==> src/tag_pkg.sv <==
// ~~~~~~~~~~~~~~~~~~~~~~~~~~~~~~~~~~~~~~
// shared sizes, opcode enum and handshake
// payload structs for the tag tracker.
// modules take it by wildcard import.
// ~~~~~~~~~~~~~~~~~~~~~~~~~~~~~~~~~~~~~~

package tag_pkg;

  // transaction tag space
  localparam int num_tags_lp   = 8;
  localparam int tag_width_lp  = 3;

  // payload sizes
  localparam int src_width_lp  = 4;
  localparam int addr_width_lp = 16;
  localparam int data_width_lp = 32;

  typedef enum logic [0:0] {
    mem_read  = 1'b0,
    mem_write = 1'b1
  } mem_op_e;

  // request from an upstream requester
  typedef struct packed {
    logic [src_width_lp-1:0]  src;
    mem_op_e                  op;
    logic [addr_width_lp-1:0] addr;
    logic [data_width_lp-1:0] wdata;
  } up_req_s;

  // tagged request toward memory
  typedef struct packed {
    logic [tag_width_lp-1:0]  tag;
    mem_op_e                  op;
    logic [addr_width_lp-1:0] addr;
    logic [data_width_lp-1:0] wdata;
  } down_req_s;

  // memory response, rdata ignored for writes
  typedef struct packed {
    logic [tag_width_lp-1:0]  tag;
    logic [data_width_lp-1:0] rdata;
  } down_resp_s;

  typedef struct packed {
    logic [src_width_lp-1:0]  src;
    mem_op_e                  op;
    logic [data_width_lp-1:0] rdata;
  } up_resp_s;

  // what is remembered per outstanding tag
  typedef struct packed {
    logic [src_width_lp-1:0]  src;
    mem_op_e                  op;
    logic [addr_width_lp-1:0] addr;
  } tag_entry_s;

endpackage
==> src/tag_tracker_top.sv <==
// ~~~~~~~~~~~~~~~~~~~~~~~~~~~~~~~~~~~~~~
// request tag tracker top level. ties the
// issue and return paths to the tag pool
// and the per-tag context table.
// ~~~~~~~~~~~~~~~~~~~~~~~~~~~~~~~~~~~~~~

`timescale 1ns/10ps

module tag_tracker_top (
  input  logic                  clk_i,
  input  logic                  reset_i,
  // upstream request, valid/ready
  input  logic                  up_req_v_i,
  input  tag_pkg::up_req_s      up_req_i,
  output logic                  up_req_ready_o,
  // downstream request, valid/yumi
  output logic                  down_req_v_o,
  output tag_pkg::down_req_s    down_req_o,
  input  logic                  down_req_yumi_i,
  // downstream response, valid/ready
  input  logic                  down_resp_v_i,
  input  tag_pkg::down_resp_s   down_resp_i,
  output logic                  down_resp_ready_o,
  // upstream response, valid/yumi
  output logic                  up_resp_v_o,
  output tag_pkg::up_resp_s     up_resp_o,
  input  logic                  up_resp_yumi_i
);

  import tag_pkg::*;

  // pool handshake
  logic                    alloc_v;
  logic [tag_width_lp-1:0] alloc_id;
  logic                    alloc_yumi;
  logic                    dealloc_v;
  logic [tag_width_lp-1:0] dealloc_id;

  // table ports
  logic                    tbl_wr_v;
  logic [tag_width_lp-1:0] tbl_wr_tag;
  tag_entry_s              tbl_wr_entry;
  logic [tag_width_lp-1:0] tbl_rd_tag;
  tag_entry_s              tbl_rd_entry;

  req_issue issue (
    .clk_i           (clk_i),
    .reset_i         (reset_i),
    .up_req_v_i      (up_req_v_i),
    .up_req_i        (up_req_i),
    .up_req_ready_o  (up_req_ready_o),
    .alloc_v_i       (alloc_v),
    .alloc_id_i      (alloc_id),
    .alloc_yumi_o    (alloc_yumi),
    .tbl_wr_v_o      (tbl_wr_v),
    .tbl_wr_tag_o    (tbl_wr_tag),
    .tbl_wr_entry_o  (tbl_wr_entry),
    .down_req_v_o    (down_req_v_o),
    .down_req_o      (down_req_o),
    .down_req_yumi_i (down_req_yumi_i)
  );

  resp_return ret (
    .clk_i             (clk_i),
    .reset_i           (reset_i),
    .down_resp_v_i     (down_resp_v_i),
    .down_resp_i       (down_resp_i),
    .down_resp_ready_o (down_resp_ready_o),
    .tbl_rd_tag_o      (tbl_rd_tag),
    .tbl_rd_entry_i    (tbl_rd_entry),
    .dealloc_v_o       (dealloc_v),
    .dealloc_id_o      (dealloc_id),
    .up_resp_v_o       (up_resp_v_o),
    .up_resp_o         (up_resp_o),
    .up_resp_yumi_i    (up_resp_yumi_i)
  );

  bsg_id_pool pool (
    .clk_i        (clk_i),
    .reset_i      (reset_i),
    .alloc_id_o   (alloc_id),
    .alloc_v_o    (alloc_v),
    .alloc_yumi_i (alloc_yumi),
    .dealloc_v_i  (dealloc_v),
    .dealloc_id_i (dealloc_id)
  );

  tag_table table_inst (
    .clk_i      (clk_i),
    .wr_v_i     (tbl_wr_v),
    .wr_tag_i   (tbl_wr_tag),
    .wr_entry_i (tbl_wr_entry),
    .rd_tag_i   (tbl_rd_tag),
    .rd_entry_o (tbl_rd_entry)
  );

endmodule

==> src/resp_return.sv <==
// ~~~~~~~~~~~~~~~~~~~~~~~~~~~~~~~~~~~~~~
// response path. looks up the context of
// each returning tag, frees the tag and
// registers the upstream response.
// ~~~~~~~~~~~~~~~~~~~~~~~~~~~~~~~~~~~~~~

`timescale 1ns/10ps

module resp_return (
  input  logic                             clk_i,
  input  logic                             reset_i,
  // downstream responses, valid/ready
  input  logic                             down_resp_v_i,
  input  tag_pkg::down_resp_s              down_resp_i,
  output logic                             down_resp_ready_o,
  // table read port
  output logic [tag_pkg::tag_width_lp-1:0] tbl_rd_tag_o,
  input  tag_pkg::tag_entry_s              tbl_rd_entry_i,
  // tag release to the pool
  output logic                             dealloc_v_o,
  output logic [tag_pkg::tag_width_lp-1:0] dealloc_id_o,
  // upstream responses, valid/yumi
  output logic                             up_resp_v_o,
  output tag_pkg::up_resp_s                up_resp_o,
  input  logic                             up_resp_yumi_i
);

  import tag_pkg::*;

  logic     up_resp_v_r;
  up_resp_s up_resp_r;
  up_resp_s up_resp_next;
  logic     accept;

  assign down_resp_ready_o = ~up_resp_v_r | up_resp_yumi_i;
  assign accept            = down_resp_v_i & down_resp_ready_o;

  assign tbl_rd_tag_o = down_resp_i.tag;

  // tag goes back at the accepting edge
  assign dealloc_v_o  = accept;
  assign dealloc_id_o = down_resp_i.tag;

  // writes report zero data
  always_comb begin
    up_resp_next.src   = tbl_rd_entry_i.src;
    up_resp_next.op    = tbl_rd_entry_i.op;
    up_resp_next.rdata = (tbl_rd_entry_i.op == mem_read) ? down_resp_i.rdata : '0;
  end

  always_ff @(posedge clk_i) begin
    if (!reset_i) begin
      up_resp_v_r <= 1'b0;
    end else if (accept) begin
      up_resp_v_r <= 1'b1;
    end else if (up_resp_yumi_i) begin
      up_resp_v_r <= 1'b0;
    end
  end

  always_ff @(posedge clk_i) begin
    if (accept) begin
      up_resp_r <= up_resp_next;
    end
  end

  assign up_resp_v_o = up_resp_v_r;
  assign up_resp_o   = up_resp_r;

endmodule

==> src/req_issue.sv <==
// ~~~~~~~~~~~~~~~~~~~~~~~~~~~~~~~~~~~~~~
// request path. claims a tag per accepted
// upstream request, records its context and
// registers the tagged downstream request.
// ~~~~~~~~~~~~~~~~~~~~~~~~~~~~~~~~~~~~~~

`timescale 1ns/10ps

module req_issue (
  input  logic                             clk_i,
  input  logic                             reset_i,
  // upstream requests, valid/ready
  input  logic                             up_req_v_i,
  input  tag_pkg::up_req_s                 up_req_i,
  output logic                             up_req_ready_o,
  // tag pool
  input  logic                             alloc_v_i,
  input  logic [tag_pkg::tag_width_lp-1:0] alloc_id_i,
  output logic                             alloc_yumi_o,
  // table write port
  output logic                             tbl_wr_v_o,
  output logic [tag_pkg::tag_width_lp-1:0] tbl_wr_tag_o,
  output tag_pkg::tag_entry_s              tbl_wr_entry_o,
  // downstream requests, valid/yumi
  output logic                             down_req_v_o,
  output tag_pkg::down_req_s               down_req_o,
  input  logic                             down_req_yumi_i
);

  import tag_pkg::*;

  logic      down_req_v_r;
  down_req_s down_req_r;
  down_req_s down_req_next;
  logic      accept;

  // output slot frees up when empty or being taken now
  assign up_req_ready_o = alloc_v_i & (~down_req_v_r | down_req_yumi_i);
  assign accept         = up_req_v_i & up_req_ready_o;

  assign alloc_yumi_o = accept;

  // context saved for the return path
  assign tbl_wr_v_o          = accept;
  assign tbl_wr_tag_o        = alloc_id_i;
  assign tbl_wr_entry_o.src  = up_req_i.src;
  assign tbl_wr_entry_o.op   = up_req_i.op;
  assign tbl_wr_entry_o.addr = up_req_i.addr;

  always_comb begin
    down_req_next.tag   = alloc_id_i;
    down_req_next.op    = up_req_i.op;
    down_req_next.addr  = up_req_i.addr;
    down_req_next.wdata = up_req_i.wdata;
  end

  // valid bit: load wins over yumi
  always_ff @(posedge clk_i) begin
    if (!reset_i) begin
      down_req_v_r <= 1'b0;
    end else if (accept) begin
      down_req_v_r <= 1'b1;
    end else if (down_req_yumi_i) begin
      down_req_v_r <= 1'b0;
    end
  end

  // payload held until the next accept
  always_ff @(posedge clk_i) begin
    if (accept) begin
      down_req_r <= down_req_next;
    end
  end

  assign down_req_v_o = down_req_v_r;
  assign down_req_o   = down_req_r;

endmodule

==> src/tag_table.sv <==
// ~~~~~~~~~~~~~~~~~~~~~~~~~~~~~~~~~~~~~~
// per-tag context store. one synchronous
// write port from the issue side, one
// combinational read port for responses.
// ~~~~~~~~~~~~~~~~~~~~~~~~~~~~~~~~~~~~~~

`timescale 1ns/10ps

module tag_table (
  input  logic                             clk_i,
  // write side, filled when a tag is claimed
  input  logic                             wr_v_i,
  input  logic [tag_pkg::tag_width_lp-1:0] wr_tag_i,
  input  tag_pkg::tag_entry_s              wr_entry_i,
  // read side, looked up by response tag
  input  logic [tag_pkg::tag_width_lp-1:0] rd_tag_i,
  output tag_pkg::tag_entry_s              rd_entry_o
);

  import tag_pkg::*;

  // entries are always written before a tag can come back
  tag_entry_s entries_r [num_tags_lp];

  always_ff @(posedge clk_i) begin
    if (wr_v_i) begin
      entries_r[wr_tag_i] <= wr_entry_i;
    end
  end

  // different tags on read and write never collide,
  // a live tag is only read after its write edge
  assign rd_entry_o = entries_r[rd_tag_i];

endmodule

==> src/bsg_id_pool.sv <==
// ~~~~~~~~~~~~~~~~~~~~~~~~~~~~~~~~~~~~~~
// pool of transaction tags. offers the
// lowest free tag on valid/yumi, takes
// tags back on dealloc, same cycle bypass.
// ~~~~~~~~~~~~~~~~~~~~~~~~~~~~~~~~~~~~~~

`timescale 1ns/10ps

module bsg_id_pool (
  input  logic                             clk_i,
  input  logic                             reset_i,
  // next free tag
  output logic [tag_pkg::tag_width_lp-1:0] alloc_id_o,
  output logic                             alloc_v_o,
  input  logic                             alloc_yumi_i,
  // returned tag
  input  logic                             dealloc_v_i,
  input  logic [tag_pkg::tag_width_lp-1:0] dealloc_id_i
);

  import tag_pkg::*;

  logic [num_tags_lp-1:0] allocated_r;
  logic [num_tags_lp-1:0] dealloc_decode;
  logic [num_tags_lp-1:0] avail;
  logic [num_tags_lp-1:0] grant_onehot;
  logic [num_tags_lp-1:0] alloc_set;

  // one-hot of the tag being freed
  always_comb begin
    dealloc_decode = '0;
    if (dealloc_v_i) begin
      dealloc_decode[dealloc_id_i] = 1'b1;
    end
  end

  // a tag freed this cycle can be handed out right away
  assign avail = ~allocated_r | dealloc_decode;

  // lowest index wins
  always_comb begin
    logic found;
    found        = 1'b0;
    grant_onehot = '0;
    alloc_id_o   = '0;
    for (int i = 0; i < num_tags_lp; i++) begin
      if (avail[i] && !found) begin
        found           = 1'b1;
        grant_onehot[i] = 1'b1;
        alloc_id_o      = tag_width_lp'(i);
      end
    end
  end

  assign alloc_v_o = |avail;
  assign alloc_set = grant_onehot & {num_tags_lp{alloc_yumi_i}};

  // set after clear, so a same-cycle set wins
  always_ff @(posedge clk_i) begin
    if (!reset_i) begin
      allocated_r <= '0;
    end else begin
      allocated_r <= (allocated_r & ~dealloc_decode) | alloc_set;
    end
  end

endmodule

==> config.mk <==
export PLATFORM = sky130hd
export DESIGN_NAME = tag_tracker_top
export DESIGN_NICKNAME = d
export VERILOG_FILES = /design/src/tag_pkg.sv /design/src/tag_tracker_top.sv /design/src/resp_return.sv /design/src/req_issue.sv /design/src/tag_table.sv /design/src/bsg_id_pool.sv
export SDC_FILE = /design/constraint.sdc
export NUM_CORES = 1
export LEC_CHECK = 0
export BUFFER_PORTS_ARGS = -buffer_cell sky130_fd_sc_hd__buf_2
export CAP_MARGIN = 20
export CORE_MARGIN = 2
export CORE_UTILIZATION = 45
export DETAILED_ROUTE_END_ITERATION = 8
export GPL_ROUTABILITY_DRIVEN = 1
export GPL_TIMING_DRIVEN = 0
export PLACE_DENSITY = 0.78
export SLEW_MARGIN = 5
export SYNTH_ARGS = -nofsm -noshare
export SYNTH_HDL_FRONTEND = slang
export SYNTH_HIERARCHICAL = 1
export SYNTH_SLANG_ARGS = --single-unit
==> constraint.sdc <==
create_clock -name clk_i -period 6.68 [get_ports clk_i]
set_input_delay 0 -clock clk_i [delete_from_list [all_inputs] [get_ports clk_i]]
set_output_delay 0 -clock clk_i [all_outputs]
set_load 0.05 [all_outputs]
==> impl_metrics.json <==
{
  "cts-root-buf": "clkbuf_16",
  "wire_per_inst_um": 16.9,
  "finalWirelength_um": 12600,
  "hold_buffers": 92,
  "start_util": 0.462,
  "startpoint_type": "register",
  "ant_nets": 0,
  "area_delta_synth_final_pct": 50.6,
  "clock.fmax_ghz": 0.274,
  "syn_avg_cell_area_um2": 18.0,
  "grt_max_degree": 30,
  "antenna_found_initial": 1,
  "hold_viol": 0,
  "ioPinCount": 187,
  "htree_levels": 4,
  "firstDrtPassIters": 4,
  "finalMaxSlewViolations": 0,
  "vdd_drop_max_uv": 205,
  "tns_ns": 0,
  "post-route-drc-count": 0,
  "outcome": "completed",
  "vias": 3668,
  "post_cts_resized": 0,
  "min_delay_path_depth": 4,
  "critPathRequiredTime_ns": 6.72,
  "grt_usage": 0.203,
  "min_period_over_period": 0.547,
  "regToRegSetupSlack_ns": 3.03,
  "hold_slack_ns": 0.103,
  "synth_warnings": 6,
  "vias_per_cell": 4.93,
  "cap_violations": 0,
  "cts_buffers": 17,
  "clkLatencyLatePin_ns": 0.42,
  "p_leak_nw": 3.23,
  "rsz0062_at_grt": "false",
  "clk_pin_slew_worst_paths_ns": 0.06,
  "arrival_ns": 3.69,
  "slew_headroom": 0.432,
  "whs_endpoint": "pool/allocated_r[5]$_SDFF_PN0_",
  "crit_path_end_kind": "register",
  "tightest_slew_ns": 0.849,
  "placeableCoreArea_um2": 11500,
  "dp_hpwl_um": 7660,
  "cts_setup_buffers": 0,
  "netlist_area_um2": 5300,
  "first_iter_violations": 262,
  "dieHeight_um": 113,
  "fill_cells": 718,
  "place_congestion": 0.833,
  "cts.sinks": 139,
  "drive_above_1_share": 0.422,
  "clock-skew-final_ns": 0.00825,
  "grt_first_pass_wirelength_um": 19300,
  "syn_nets": 389,
  "r2r-start": "ret/up_resp_v_o$_SDFFE_PN0P_",
  "rr_endpoint": "table_inst/entries_r[0][16]$_DFFE_PP_",
  "clockBufferDepth": 2,
  "worst_r2r_path_depth": 11,
  "grt_pass1_vias": 3764,
  "power_density_nw_per_um2": 290,
  "period_needed_ns": 3.65,
  "nNetsFinal": 681,
  "grt_overflow_total": 0,
  "setup_violations": 0,
  "cts_tree": "built",
  "die_w_um": 113,
  "min_from": "down_resp_i[32]",
  "rows": 39,
  "syn_inst": 295,
  "critPathKind": "reg2reg",
  "dieArea_um2": 12700,
  "portBuffers": 179,
  "crit_fanout": 28,
  "hold_path_class": "in2reg"
}
==> cell type report <==
type	count	area, um2	share of cell area
Tap cell	143	179	0.0224
Buffer	27	193	0.0241
Multi-Input combinational cell	127	1030	0.129
Timing Repair Buffer	273	1870	0.234
Sequential cell	139	4070	0.510
Clock buffer	17	425	0.0533
Clock inverter	15	204	0.0255
Inverter	2	7.51	0.000940
Antenna cell	1	2.50	0.000313
==> metrics by stage <==
stage / setup WS (ns) / utilization / total power, mW / cells / area, um2
2_1_floorplan: 2.21 / - / 1.22 / 295 / 5300
3_3_place_gp: 1.73 / 0.556 / 1.29 / 617 / 6380
3_5_place_dp: 3.03 / 0.561 / 1.30 / 619 / 6430
4_1_cts: 3.00 / 0.696 / 2.33 / 743 / 7980
5_1_grt: 2.65 / 0.696 / 2.39 / 744 / 7990
6_report: 3.03 / 0.696 / 2.32 / 744 / 7990
==> layer usage <==
metal  vias up  GRT usage  share of wire  wire, um
met4         0      0.117          0.039       490
met3        38     0.0599          0.064       802
li1       1698          -              -         -
met5         -          0              0         0
met1      1756      0.217           0.36      4580
met2       176      0.358           0.53      6710
==> worst max path at each step <==
stage,startpoint,end,slack [ns],cells past startpoint
after global routing,ret/up_resp_v_o$_SDFFE_PN0P_,table_inst/entries_r[0][16]$_DFFE_PP_,2.65,11
after floorplan,ret/up_resp_v_o$_SDFFE_PN0P_,table_inst/entries_r[0][16]$_DFFE_PP_,2.21,11
final,ret/up_resp_v_o$_SDFFE_PN0P_,table_inst/entries_r[0][16]$_DFFE_PP_,3.03,11
after detailed placement,ret/up_resp_v_o$_SDFFE_PN0P_,table_inst/entries_r[4][18]$_DFFE_PP_,3.03,11
after CTS,ret/up_resp_v_o$_SDFFE_PN0P_,table_inst/entries_r[0][16]$_DFFE_PP_,3.00,11
after global placement,ret/up_resp_v_o$_SDFFE_PN0P_,table_inst/entries_r[0][18]$_DFFE_PP_,1.73,11
==> cell usage in the layout, fill, tap and decap left out, drive strengths merged, types with 2 or more instances in the layout <==
| cell | n |
|---|---|
| buf | 203 |
| edfxtp | 129 |
| dlygate4sd3 | 92 |
| nor2b | 35 |
| clkbuf | 22 |
| nand2 | 14 |
| nor2 | 12 |
| dfxtp | 10 |
| mux4 | 10 |
| clkinv | 9 |
| nand3 | 6 |
| nand2b | 6 |
| bufinv | 5 |
| a21oi | 5 |
| mux2 | 5 |
| nor3 | 5 |
| o21a | 3 |
| and2 | 3 |
| nor3b | 3 |
| o21ai | 2 |
| a31oi | 2 |
| inv | 2 |
| a21boi | 2 |
==> critical path, cell delays in order, from the launching register on <==
cell and delay, ns:
dfxtp_1 0.33, nand2b_4 0.07, and2_2 0.42, or2b_1 0.34, nand3_1 0.19, nor2_1 0.08, nand2_1 0.11, nand2_2 0.10
nor2b_4 0.68, buf_4 0.23, nand2b_1 0.11, nor3_1 0.60
==> state kept, by name, indices dropped and copies added, names as in the netlist <==
name / flops
issue/down_req_o: 52
issue/down_req_v_o: 1
pool/allocated_r: 8
ret/up_resp_o: 37
ret/up_resp_v_o: 1
table_inst/entries_r: 40
==> report_power, final <==
group / internal [mW] / switching [mW] / total [mW]
logic: 0.112 / 0.203 / 0.315
clock network: 0.655 / 0.336 / 0.991
registers: 1.00 / 0.0121 / 1.01
Note: power is estimated with default switching activity, not from simulation.
